--- src/hw/gda_consts.svh ---
`ifndef GDA_CONSTS_SVH
`define GDA_CONSTS_SVH

// ########################################
// datapath geometry
// ########################################

`define GDA_OP_W      16
`define GDA_BLK_W     4
`define GDA_NUM_BLK   4

// ########################################
// configuration map
// ########################################

`define GDA_ADDR_DEPTH 2'd0
`define GDA_ADDR_ERRS  2'd1
`define GDA_ADDR_OPS   2'd2

// depth 2 in the fields of blocks 1, 2 and 3
`define GDA_DEPTH_RST  6'h2a

`endif

--- src/hw/gda_pkg.sv ---
`default_nettype none

`include "gda_consts.svh"

package gda_pkg;

    typedef logic [`GDA_OP_W-1:0] operand_t;

    // one extra bit for the carry out of the top block
    typedef logic [`GDA_OP_W:0] sum_t;

    // 0 means no carry-in, otherwise the number of lower blocks looked at
    typedef logic [1:0] depth_t;

    // one depth field per upper block, block 1 in the low bits
    typedef logic [2*(`GDA_NUM_BLK-1)-1:0] depth_cfg_t;

    typedef logic [15:0] cnt_t;

    typedef logic [1:0] cfg_addr_t;

    typedef logic [15:0] cfg_data_t;

endpackage

`default_nettype wire

--- src/hw/gda_adder_core.sv ---
`default_nettype none

`include "gda_consts.svh"

module gda_adder_core (
    input  wire gda_pkg::operand_t   in1,
    input  wire gda_pkg::operand_t   in2,
    input  wire gda_pkg::depth_cfg_t depth_cfg,
    output gda_pkg::sum_t            approx_sum
);

    import gda_pkg::*;

    logic [`GDA_NUM_BLK-2:0] blk_cin;
    logic [`GDA_NUM_BLK-1:0] cin_all;

    gda_carry_predict u_carry_predict (
        .in1       (in1),
        .in2       (in2),
        .depth_cfg (depth_cfg),
        .blk_cin   (blk_cin)
    );

    // block 0 has no lower neighbour and always starts from zero
    assign cin_all = {blk_cin, 1'b0};

    genvar i;
    generate
        for (i = 0; i < `GDA_NUM_BLK; i++) begin : g_blk_add
            logic [`GDA_BLK_W:0] blk_sum;

            assign blk_sum = {1'b0, in1[i*`GDA_BLK_W +: `GDA_BLK_W]}
                           + {1'b0, in2[i*`GDA_BLK_W +: `GDA_BLK_W]}
                           + {{`GDA_BLK_W{1'b0}}, cin_all[i]};
            assign approx_sum[i*`GDA_BLK_W +: `GDA_BLK_W] = blk_sum[`GDA_BLK_W-1:0];

            // only the top block keeps its carry out
            if (i == `GDA_NUM_BLK - 1) begin : g_top
                assign approx_sum[`GDA_OP_W] = blk_sum[`GDA_BLK_W];
            end
        end
    endgenerate

endmodule

`default_nettype wire

--- src/hw/gda_adder_unit.sv ---
`default_nettype none

module gda_adder_unit (
    input  wire                     clk,
    input  wire                     arst_n,

    // operand path
    input  wire                     in_valid,
    input  wire gda_pkg::operand_t  in1,
    input  wire gda_pkg::operand_t  in2,
    output logic                    out_valid,
    output gda_pkg::sum_t           res,
    output logic                    err,

    // configuration path
    input  wire                     cfg_we,
    input  wire gda_pkg::cfg_addr_t cfg_addr,
    input  wire gda_pkg::cfg_data_t cfg_wdata,
    output gda_pkg::cfg_data_t      cfg_rdata
);

    import gda_pkg::*;

    depth_cfg_t depth_cfg;
    sum_t       approx_sum;

    gda_cfg_regs u_cfg_regs (
        .clk       (clk),
        .arst_n    (arst_n),
        .cfg_we    (cfg_we),
        .cfg_addr  (cfg_addr),
        .cfg_wdata (cfg_wdata),
        .cfg_rdata (cfg_rdata),
        .res_valid (out_valid),
        .res_err   (err),
        .depth_cfg (depth_cfg)
    );

    gda_adder_core u_adder_core (
        .in1        (in1),
        .in2        (in2),
        .depth_cfg  (depth_cfg),
        .approx_sum (approx_sum)
    );

    // the exact sum is formed from the raw operands beside the core
    gda_result_stage u_result_stage (
        .clk        (clk),
        .arst_n     (arst_n),
        .in_valid   (in_valid),
        .in1        (in1),
        .in2        (in2),
        .approx_sum (approx_sum),
        .out_valid  (out_valid),
        .res        (res),
        .err        (err)
    );

endmodule

`default_nettype wire

--- src/hw/gda_carry_predict.sv ---
`default_nettype none

`include "gda_consts.svh"

module gda_carry_predict (
    input  wire gda_pkg::operand_t          in1,
    input  wire gda_pkg::operand_t          in2,
    input  wire gda_pkg::depth_cfg_t        depth_cfg,
    output logic [`GDA_NUM_BLK-2:0]         blk_cin
);

    import gda_pkg::*;

    // ########################################
    // block generate and propagate
    // ########################################

    // the top block never feeds a prediction, so only the lower ones are formed
    logic [`GDA_NUM_BLK-2:0] blk_g;
    logic [`GDA_NUM_BLK-2:0] blk_p;

    genvar i;
    generate
        for (i = 0; i < `GDA_NUM_BLK - 1; i++) begin : g_blk_gp
            logic [`GDA_BLK_W:0] part_sum;

            // carry out with a carry-in of zero is the block generate
            assign part_sum = {1'b0, in1[i*`GDA_BLK_W +: `GDA_BLK_W]}
                            + {1'b0, in2[i*`GDA_BLK_W +: `GDA_BLK_W]};
            assign blk_g[i] = part_sum[`GDA_BLK_W];
            assign blk_p[i] = &(in1[i*`GDA_BLK_W +: `GDA_BLK_W]
                              ^ in2[i*`GDA_BLK_W +: `GDA_BLK_W]);
        end
    endgenerate

    // ########################################
    // depth-limited lookahead
    // ########################################

    // walk upward from the lowest block inside the window and assume a zero
    // carry entering it. blocks outside the window are skipped. a depth of 0
    // leaves the window empty and gives no carry at all
    always_comb begin
        depth_t blk_depth;
        logic   chain;

        blk_cin = '0;
        for (int k = 1; k < `GDA_NUM_BLK; k++) begin
            blk_depth = depth_cfg[(k-1)*2 +: 2];
            chain     = 1'b0;
            for (int j = 0; j < k; j++) begin
                if (j >= k - int'(blk_depth)) begin
                    chain = blk_g[j] | (blk_p[j] & chain);
                end
            end
            blk_cin[k-1] = chain;
        end
    end

endmodule

`default_nettype wire

--- src/hw/gda_cfg_regs.sv ---
`default_nettype none

`include "gda_consts.svh"

module gda_cfg_regs (
    input  wire                      clk,
    input  wire                      arst_n,
    input  wire                      cfg_we,
    input  wire gda_pkg::cfg_addr_t  cfg_addr,
    input  wire gda_pkg::cfg_data_t  cfg_wdata,
    output gda_pkg::cfg_data_t       cfg_rdata,
    input  wire                      res_valid,
    input  wire                      res_err,
    output gda_pkg::depth_cfg_t      depth_cfg
);

    import gda_pkg::*;

    cnt_t ops_cnt;
    cnt_t err_cnt;
    logic depth_we;
    logic cnt_clr;

    // ########################################
    // write decode
    // ########################################

    assign depth_we = cfg_we && (cfg_addr == `GDA_ADDR_DEPTH);

    // either counter address clears both
    assign cnt_clr = cfg_we
                  && ((cfg_addr == `GDA_ADDR_ERRS) || (cfg_addr == `GDA_ADDR_OPS));

    // ########################################
    // depth register
    // ########################################

    always_ff @(posedge clk or negedge arst_n) begin
        if (!arst_n) begin
            depth_cfg <= `GDA_DEPTH_RST;
        end else if (depth_we) begin
            depth_cfg <= cfg_wdata[$bits(depth_cfg_t)-1:0];
        end
    end

    // ########################################
    // result and error counters
    // ########################################

    // both counters stop at all ones, a clear takes priority over counting
    always_ff @(posedge clk or negedge arst_n) begin
        if (!arst_n) begin
            ops_cnt <= '0;
            err_cnt <= '0;
        end else if (cnt_clr) begin
            ops_cnt <= '0;
            err_cnt <= '0;
        end else if (res_valid) begin
            if (ops_cnt != '1) begin
                ops_cnt <= ops_cnt + 1'b1;
            end
            if (res_err && (err_cnt != '1)) begin
                err_cnt <= err_cnt + 1'b1;
            end
        end
    end

    // ########################################
    // read mux
    // ########################################

    always_comb begin
        case (cfg_addr)
            `GDA_ADDR_DEPTH: cfg_rdata = cfg_data_t'(depth_cfg);
            `GDA_ADDR_ERRS:  cfg_rdata = err_cnt;
            `GDA_ADDR_OPS:   cfg_rdata = ops_cnt;
            default:         cfg_rdata = '0;
        endcase
    end

endmodule

`default_nettype wire

--- src/hw/gda_result_stage.sv ---
`default_nettype none

module gda_result_stage (
    input  wire                    clk,
    input  wire                    arst_n,
    input  wire                    in_valid,
    input  wire gda_pkg::operand_t in1,
    input  wire gda_pkg::operand_t in2,
    input  wire gda_pkg::sum_t     approx_sum,
    output logic                   out_valid,
    output gda_pkg::sum_t          res,
    output logic                   err
);

    import gda_pkg::*;

    sum_t exact_sum;
    logic mismatch;

    // ########################################
    // exact reference
    // ########################################

    assign exact_sum = {1'b0, in1} + {1'b0, in2};
    assign mismatch  = (exact_sum != approx_sum);

    // ########################################
    // output registers
    // ########################################

    always_ff @(posedge clk or negedge arst_n) begin
        if (!arst_n) begin
            out_valid <= 1'b0;
        end else begin
            out_valid <= in_valid;
        end
    end

    // result and flag hold their value between operands
    always_ff @(posedge clk or negedge arst_n) begin
        if (!arst_n) begin
            res <= '0;
            err <= 1'b0;
        end else if (in_valid) begin
            res <= approx_sum;
            err <= mismatch;
        end
    end

endmodule

`default_nettype wire

--- config.mk ---
export PLATFORM = sky130hd
export DESIGN_NAME = gda_adder_unit
export DESIGN_NICKNAME = d
export VERILOG_FILES = /design/src/hw/gda_pkg.sv /design/src/hw/gda_adder_core.sv /design/src/hw/gda_adder_unit.sv /design/src/hw/gda_carry_predict.sv /design/src/hw/gda_cfg_regs.sv /design/src/hw/gda_result_stage.sv
export VERILOG_INCLUDE_DIRS = /design/src /design/src/hw
export SDC_FILE = /design/constraint.sdc
export NUM_CORES = 1
export LEC_CHECK = 0
export BUFFER_PORTS_ARGS = -buffer_cell sky130_fd_sc_hd__buf_2
export CAP_MARGIN = 15
export CELL_PAD_IN_SITES_DETAIL_PLACEMENT = 1
export CELL_PAD_IN_SITES_GLOBAL_PLACEMENT = 1
export CORE_MARGIN = 2
export CORE_UTILIZATION = 43
export CTS_CLUSTER_SIZE = 24
export DETAILED_ROUTE_END_ITERATION = 10
export PLACE_DENSITY_LB_ADDON = 0.08
export SYNTH_ARGS = -nofsm -noshare
export SYNTH_HDL_FRONTEND = slang
export SYNTH_HIERARCHICAL = 1
export SYNTH_SLANG_ARGS = --single-unit
--- constraint.sdc ---
create_clock -name clk -period 3.99 [get_ports clk]
set_clock_uncertainty 0.2 [all_clocks]
set_input_delay 0 -clock clk [delete_from_list [all_inputs] [get_ports clk]]
set_output_delay 0 -clock clk [all_outputs]
set_load 0.01 [all_outputs]
=== After elaboration in Yosys (flattened, before gate mapping) ===
Cells that the tools add are included.
Widths: inputs -> output; s select.

* Equal/unequal tests: 5
* Reduce and logical (&&, ||, !) cells: 12
* Add/subtract/negate cells: 13
* Order comparisons: 6
* Mux-type cells: 13
* Bitwise gates (word level): 8

{| class="wikitable"
|+ Operators with widths
! cell !! number
|-
| $mux 16 || 6
|-
| $pmux 16 s3 || 1
|-
| $add 16x1->16 const B || 2
|-
| $ne 16x16->1 const B || 2
|-
| $add 4x4->5 || 4
|-
| $add 16x16->17 || 1
|-
| $ne 17x17->1 || 1
|-
| $ge 1x3->1 const A || 3
|-
| $add 4x1->4 || 2
|-
| $reduce_and 4->1 || 2
|-
| $xor 4x4->4 || 2
|-
| $ge 2x3->1 const A || 2
|-
| $mux 1 || 6
|-
| $reduce_bool 2->1 || 3
|-
| $sub 2x2->3 const A || 2
|-
| $add 5x1->5 || 1
|-
| $reduce_and 2->1 || 2
|-
| $and 1x1->1 || 3
|-
| $ge 3x3->1 const A || 1
|-
| $logic_and 1x1->1 || 3
|-
| $or 1x1->1 || 3
|-
| $sub 1x2->3 const A || 1
|-
| $eq 2x1->1 const B || 1
|-
| $eq 2x2->1 const B || 1
|-
| 2 further kinds || 2
|}

* Input port bits: 54
* Bits in registers: 57
* Word-level logic and storage cells: 63
* Output and inout bits: 35

=== Longest topological paths before layout ===
* Depth after elaboration: 11
* Mapped depth: 19
* Depth with buffers taken out: 19

=== Modules after synthesis ===
Netlist, hierarchy kept.

{| class="wikitable"
|+ Modules (own cells, without submodules)
! module !! instances !! sequential area each (sq um) !! area an instance (sq um) !! cells each
|-
| gda_cfg_regs || 1 || 954.7 || 2349.8 || 265
|-
| gda_result_stage || 1 || 475.5 || 1879.3 || 200
|-
| gda_adder_core || 1 || 0.0 || 541.8 || 66
|-
| gda_carry_predict || 1 || 0.0 || 274.0 || 34
|}

=== Least setup slack after synthesis ===
Ideal clock, no wire load.

* Path type: input -> register
* Start: input port in1[1]
* End: register u_result_stage.err
* Stages on the path: 15
* Buffers on the path: 0
* Path slack: 0.256 ns
* Required time: 3.662 ns
* Arrival: 3.406 ns
* Library setup time: 0.128 ns
* Cell sequence: ha_1 nand3_1 a211oi_2 o21a_1 inv_1 fa_1 fa_1 xnor2_1 nor2_1 a2111oi_2 o2111a_1 nor4b_2 or4b_1 nor4_1 a21oi_1

* Elaborated cells between the ends (all ways): 18
* Classes of those cells: add/sub: 5; eq/ne: 1; mux: 6; bitwise: 6

{| class="wikitable"
|+ RTL lines
! element !! RTL line !! text
|-
| start, declared || gda_adder_unit.sv:9 || <nowiki>input wire gda_pkg::operand_t in1,</nowiki>
|-
| $add 4x4->5 || gda_adder_core.sv:32 || <nowiki>assign blk_sum = {1'b0, in1[i*`GDA_BLK_W +: `GDA_BLK_W]}</nowiki>
|-
| $mux 1 || gda_carry_predict.sv:52 || <nowiki>if (j >= k - int'(blk_depth)) begin</nowiki>
|-
| via u_adder_core.blk_cin[0] || gda_adder_core.sv:14 || <nowiki>logic [`GDA_NUM_BLK-2:0] blk_cin;</nowiki>
|-
| $add 4x1->4 || gda_adder_core.sv:32 ||
|-
| via approx_sum[6] || gda_adder_unit.sv:25 || <nowiki>sum_t approx_sum;</nowiki>
|-
| $ne 17x17->1 || gda_result_stage.sv:25 || <nowiki>assign mismatch = (exact_sum != approx_sum);</nowiki>
|-
| end signal, assigned || gda_result_stage.sv:46 || <nowiki>err <= mismatch;</nowiki>
|-
| end, declared || gda_result_stage.sv:12 || <nowiki>output logic err</nowiki>
|}

The timed path passes the listed nets, and every way through them passes these cells.
A chain may end at the register's enable or synchronous reset.

=== Worst setup path after layout ===
* Start: input port in1[7]
* End: register u_result_stage.err

* Word-level cells in the longest chain between the ends: 10
* Elaborated cells between the ends (all ways): 17
* Classes of those cells: add/sub: 5; eq/ne: 1; mux: 3; bitwise: 7; reduce/logical: 1

{| class="wikitable"
|+ RTL lines
! element !! RTL line !! text
|-
| parallel branches: the longest is 3 deep, another holds $add 4x4->5 || -- ||
|-
| $or 1x1->1 * || gda_carry_predict.sv:53 || <nowiki>chain = blk_g[j] | (blk_p[j] & chain);</nowiki>
|-
| $mux 1 * || gda_carry_predict.sv:52 ||
|-
| $and 1x1->1 || gda_carry_predict.sv:53 ||
|-
| $or 1x1->1 || gda_carry_predict.sv:53 ||
|-
| $mux 1 * || gda_carry_predict.sv:52 ||
|-
| via u_adder_core.blk_cin[2] || gda_adder_core.sv:14 ||
|-
| $add 5x1->5 * || gda_adder_core.sv:32 ||
|-
| via approx_sum[16] || gda_adder_unit.sv:25 ||
|-
| $ne 17x17->1 * || gda_result_stage.sv:25 ||
|}

Mark *: on every way through the listed nets, which the timed path passes.

==> impl_metrics.tcl <==
set metrics [dict create \
    rows 39 \
    port_buffers 78 \
    insertion_delay_ns 0.33 \
    synth.distinct_cells 74 \
    worstPathArrival_ns 4.05 \
    syn_inst 565 \
    clockRootBuffer "clkbuf_16" \
    dr.first_iter.drc_count 325 \
    p_per_area_mw_per_mm2 349 \
    antenna_found_initial 0 \
    cts.sinks 57 \
    netlist_area_sq_mm 0.00504 \
    p_leak_uw 0.00282 \
    grt_pass1_vias 5202 \
    total_power_uw 2240 \
    seq_area_frac_synth_pct 28.3 \
    drive_gt1_share_pct 29.9 \
    layout.cells.non_filler 833 \
    setup_slack_ns -0.0539 \
    fmax_ghz 0.247 \
    synth_area_leaders "dfrtp_1, ha_1, mux2_2" \
    drc 0 \
    max_stage_delay_ns 0.50 \
    cp-end-kind "flop" \
    yosys_warnings 6 \
    violations "setup timing" \
    overflow 0 \
    cts_tree "done" \
    rsz0062_at_grt "true" \
    setup_viol 1 \
    crit_chain "buf_2, ha_4, a21oi_1, o21ai_1, buf_4, a311oi_2, nor2_1, inv_1, fa_2, fa_2, nor2b_1, o21ai_1, nand2b_1, nor3b_2, a2111o_1, a2111oi_4, o2111a_1, nor4b_2, or4b_4, nor4_4, a21oi_1" \
    grt_usage_pct 25.9 \
    finalCritPeriodShare_pct 101 \
    path_buf_inv 3 \
    vias 5010 \
    path_clk_slew_ns 0.05 \
    required_ns 3.99 \
    critPathKind "in -> reg" \
    grt_max_degree 38 \
    cp_max_fo 3 \
    syn_nets 670 \
    wl_per_cell_um 19.8 \
    avgSynthCellArea_sq_um 8.93 \
    report.final.slew_viol_count 0 \
    whs_ns 0.0854 \
    crit_path_top_delay_cell "or4b_4" \
    place_ws_ns -0.363 \
    path_delay_family "compound AO/OA/AOI/OAI gates" \
    dieHeight_um 112 \
    grt_pass1_wl_um 26400 \
    die_area_sq_mm 0.0126 \
    fin_setup_tns_ns -0.0539 \
    synth-edff-count 0 \
    status "complete, but fails checks" \
    yosys_register_bits 57 \
    place.gp.congestion 0.880 \
    yosys.area.top_type_share_pct 26.8 \
    ys_async_sr_fraction_pct 100 \
    relSlewSlack_pct 32.0 \
    wl_um 16500 \
    tightest_slew_ns 1.02 \
    maxCapViolations 0 \
    avgViaCountPerCell 6.01 \
    floorplan.initialDensity_pct 44.2 \
    min_period_ns 4.04 \
    numCtsBuffers 9 \
    min_path_type "in -> reg" \
    die_w_um 112 \
    start_kind "input pin" \
    vdd_drop_max_mv 0.245 \
    synth_top_area_cell "dfrtp_1" \
    dr.pass1.iters 5 \
    fp.coreArea_sq_mm 0.0114 \
    io_pins 89 \
    synth_flop_cell "dfrtp_1" \
    clk_path_buf_depth 2 \
    drtAntennaViolNets 0 \
    area_growth_pct 27.4 \
    antenna_cells 0 \
    htreeDepth 3 \
    dpl.hpwl_um 12500 \
    finalHoldViolations 0 \
    numPlacedInstances 803 \
    fin_nets 791 \
]
==> worst register-to-register path, delay by kind of cell (launching register included) <==
| kind | cells | cell delay, ns |
|---|---|---|
| buffers and inverters | 1 | 0.09 |
| adder cells (fa/ha/maj) | 2 | 0.46 |
| AO/OA/AOI/OAI | 6 | 1.34 |
| AND/OR/NAND/NOR | 7 | 1.35 |
| flip-flops | 1 | 0.43 |
==> state kept, by name (all words and copies together) (netlist names) <==
register / flops
u_result_stage/res: 17
u_cfg_regs/depth_cfg: 6
u_cfg_regs/ops_cnt: 16
u_result_stage/err: 1
u_result_stage/out_valid: 1
u_cfg_regs/err_cnt: 16
==> metrics by stage <==
step / area (sq um) / util (%)
after CTS: 6180 / 54.1
after global routing: 6420 / 56.3
after detailed placement: 5800 / 50.8
final: 6420 / 56.3
after floorplan: 5040 / -
after global placement: 5800 / 50.8
==> what timing repair did <==
item	CTS	global route
buffers inserted	0	5
hold buffers	11	0
endpoints found under the setup margin	1	1
endpoints found under the hold margin	28	0
pin swaps	1	26
gates resized for setup	1	41
==> logic make-up (layout without fill, tap and decap cells) <==
group | count (synthesis) | in the layout | share of synthesized area (%)
fa+ha+maj | 51 | 51 | 13.8
buf+inv | 53 | 178 | 4.27
simple gates | 205 | 205 | 22.5
mux | 31 | 31 | 6.77
flops | 57 | 57 | 28.3
compound gates | 139 | 139 | 19.1
xor+xnor | 29 | 29 | 5.18
==> power by group <==
group          internal, uW  switching [uW]  total, uW
combinational           374             449        823
clock                   431             263        694
sequential              657            69.4        726
total                  1460             782       2240
==> cells in the final DEF, fill, tap and decap left out, types with 4 or more instances in the layout <==
master	synthesis	final
a21oi_1	41	38
dfrtp_1	54	53
mux2i_1	6	6
ha_1	43	38
ha_4	0	4
nand4_1	17	17
clkbuf_16	0	9
or4_1	12	12
nor4_1	6	5
nand2_1	38	38
and3_1	5	5
xor2_1	13	11
inv_1	34	34
nand3_1	24	23
nand2b_1	10	10
a22oi_1	10	10
o211ai_1	5	5
a222oi_1	6	6
dlygate4sd3_1	0	11
buf_2	2	76
o21ai_1	2	4
o311ai_0	4	4
a21o_1	4	4
fa_1	8	5
nor3_1	17	16
buf_4	1	41
xnor2_1	15	13
and4_1	9	8
o31ai_1	12	12
nor2_1	41	41
or3_1	5	5
o21ai_0	21	17
mux2_2	25	25
==> cell type report <==
cell class	instances	area [sq um]
flip-flops and latches	57	1430
inverters	34	128
multi-input cells	455	3610
clock inverters	3	17.5
repair buffers	129	810
clock buffers	12	246
well taps	143	179
fillers	1346	4990
==> synthesized netlist by cell type (10+ instances only) <==
| master | n |
|---|---|
| nor3_1 | 17 |
| nor2_1 | 41 |
| a21oi_1 | 41 |
| clkbuf_1 | 14 |
| nand4_1 | 17 |
| o21ai_0 | 21 |
| inv_1 | 34 |
| dfrtp_1 | 54 |
| a22oi_1 | 10 |
| nand2b_1 | 10 |
| o31ai_1 | 12 |
| ha_1 | 43 |
| xor2_1 | 13 |
| nand3_1 | 24 |
| or4_1 | 12 |
| xnor2_1 | 15 |
| nand2_1 | 38 |
| mux2_2 | 25 |
==> worst paths after layout <==
check	end	startpoint	cells after the start	slack, ns
max reg2reg	u_result_stage/err$_DFFE_PN0P_	u_cfg_regs/depth_cfg[4]$_DFFE_PN0P_	16	0.02
min reg2reg	u_result_stage/res[0]$_DFFE_PN0P_	u_result_stage/res[0]$_DFFE_PN0P_	1	0.30
min in group asynchronous	u_cfg_regs/err_cnt[5]$_DFFE_PN0P_	arst_n	3	0.12
max	u_result_stage/err$_DFFE_PN0P_	in1[7]	21	-0.05
min	u_cfg_regs/depth_cfg[0]$_DFFE_PN0P_	cfg_we	3	0.09
max in group asynchronous	u_cfg_regs/err_cnt[14]$_DFFE_PN0P_	arst_n	3	2.19
==> per-layer routing <==
| metal | wire, um | track usage [%] |
|---|---|---|
| met1 | 7710 | 35.9 |
| met2 | 7930 | 43.2 |
| met5 | 0 | 0 |
| met3 | 649 | 3.08 |
| met4 | 217 | 6.91 |
Note: power is estimated with default switching activity, not from simulation.
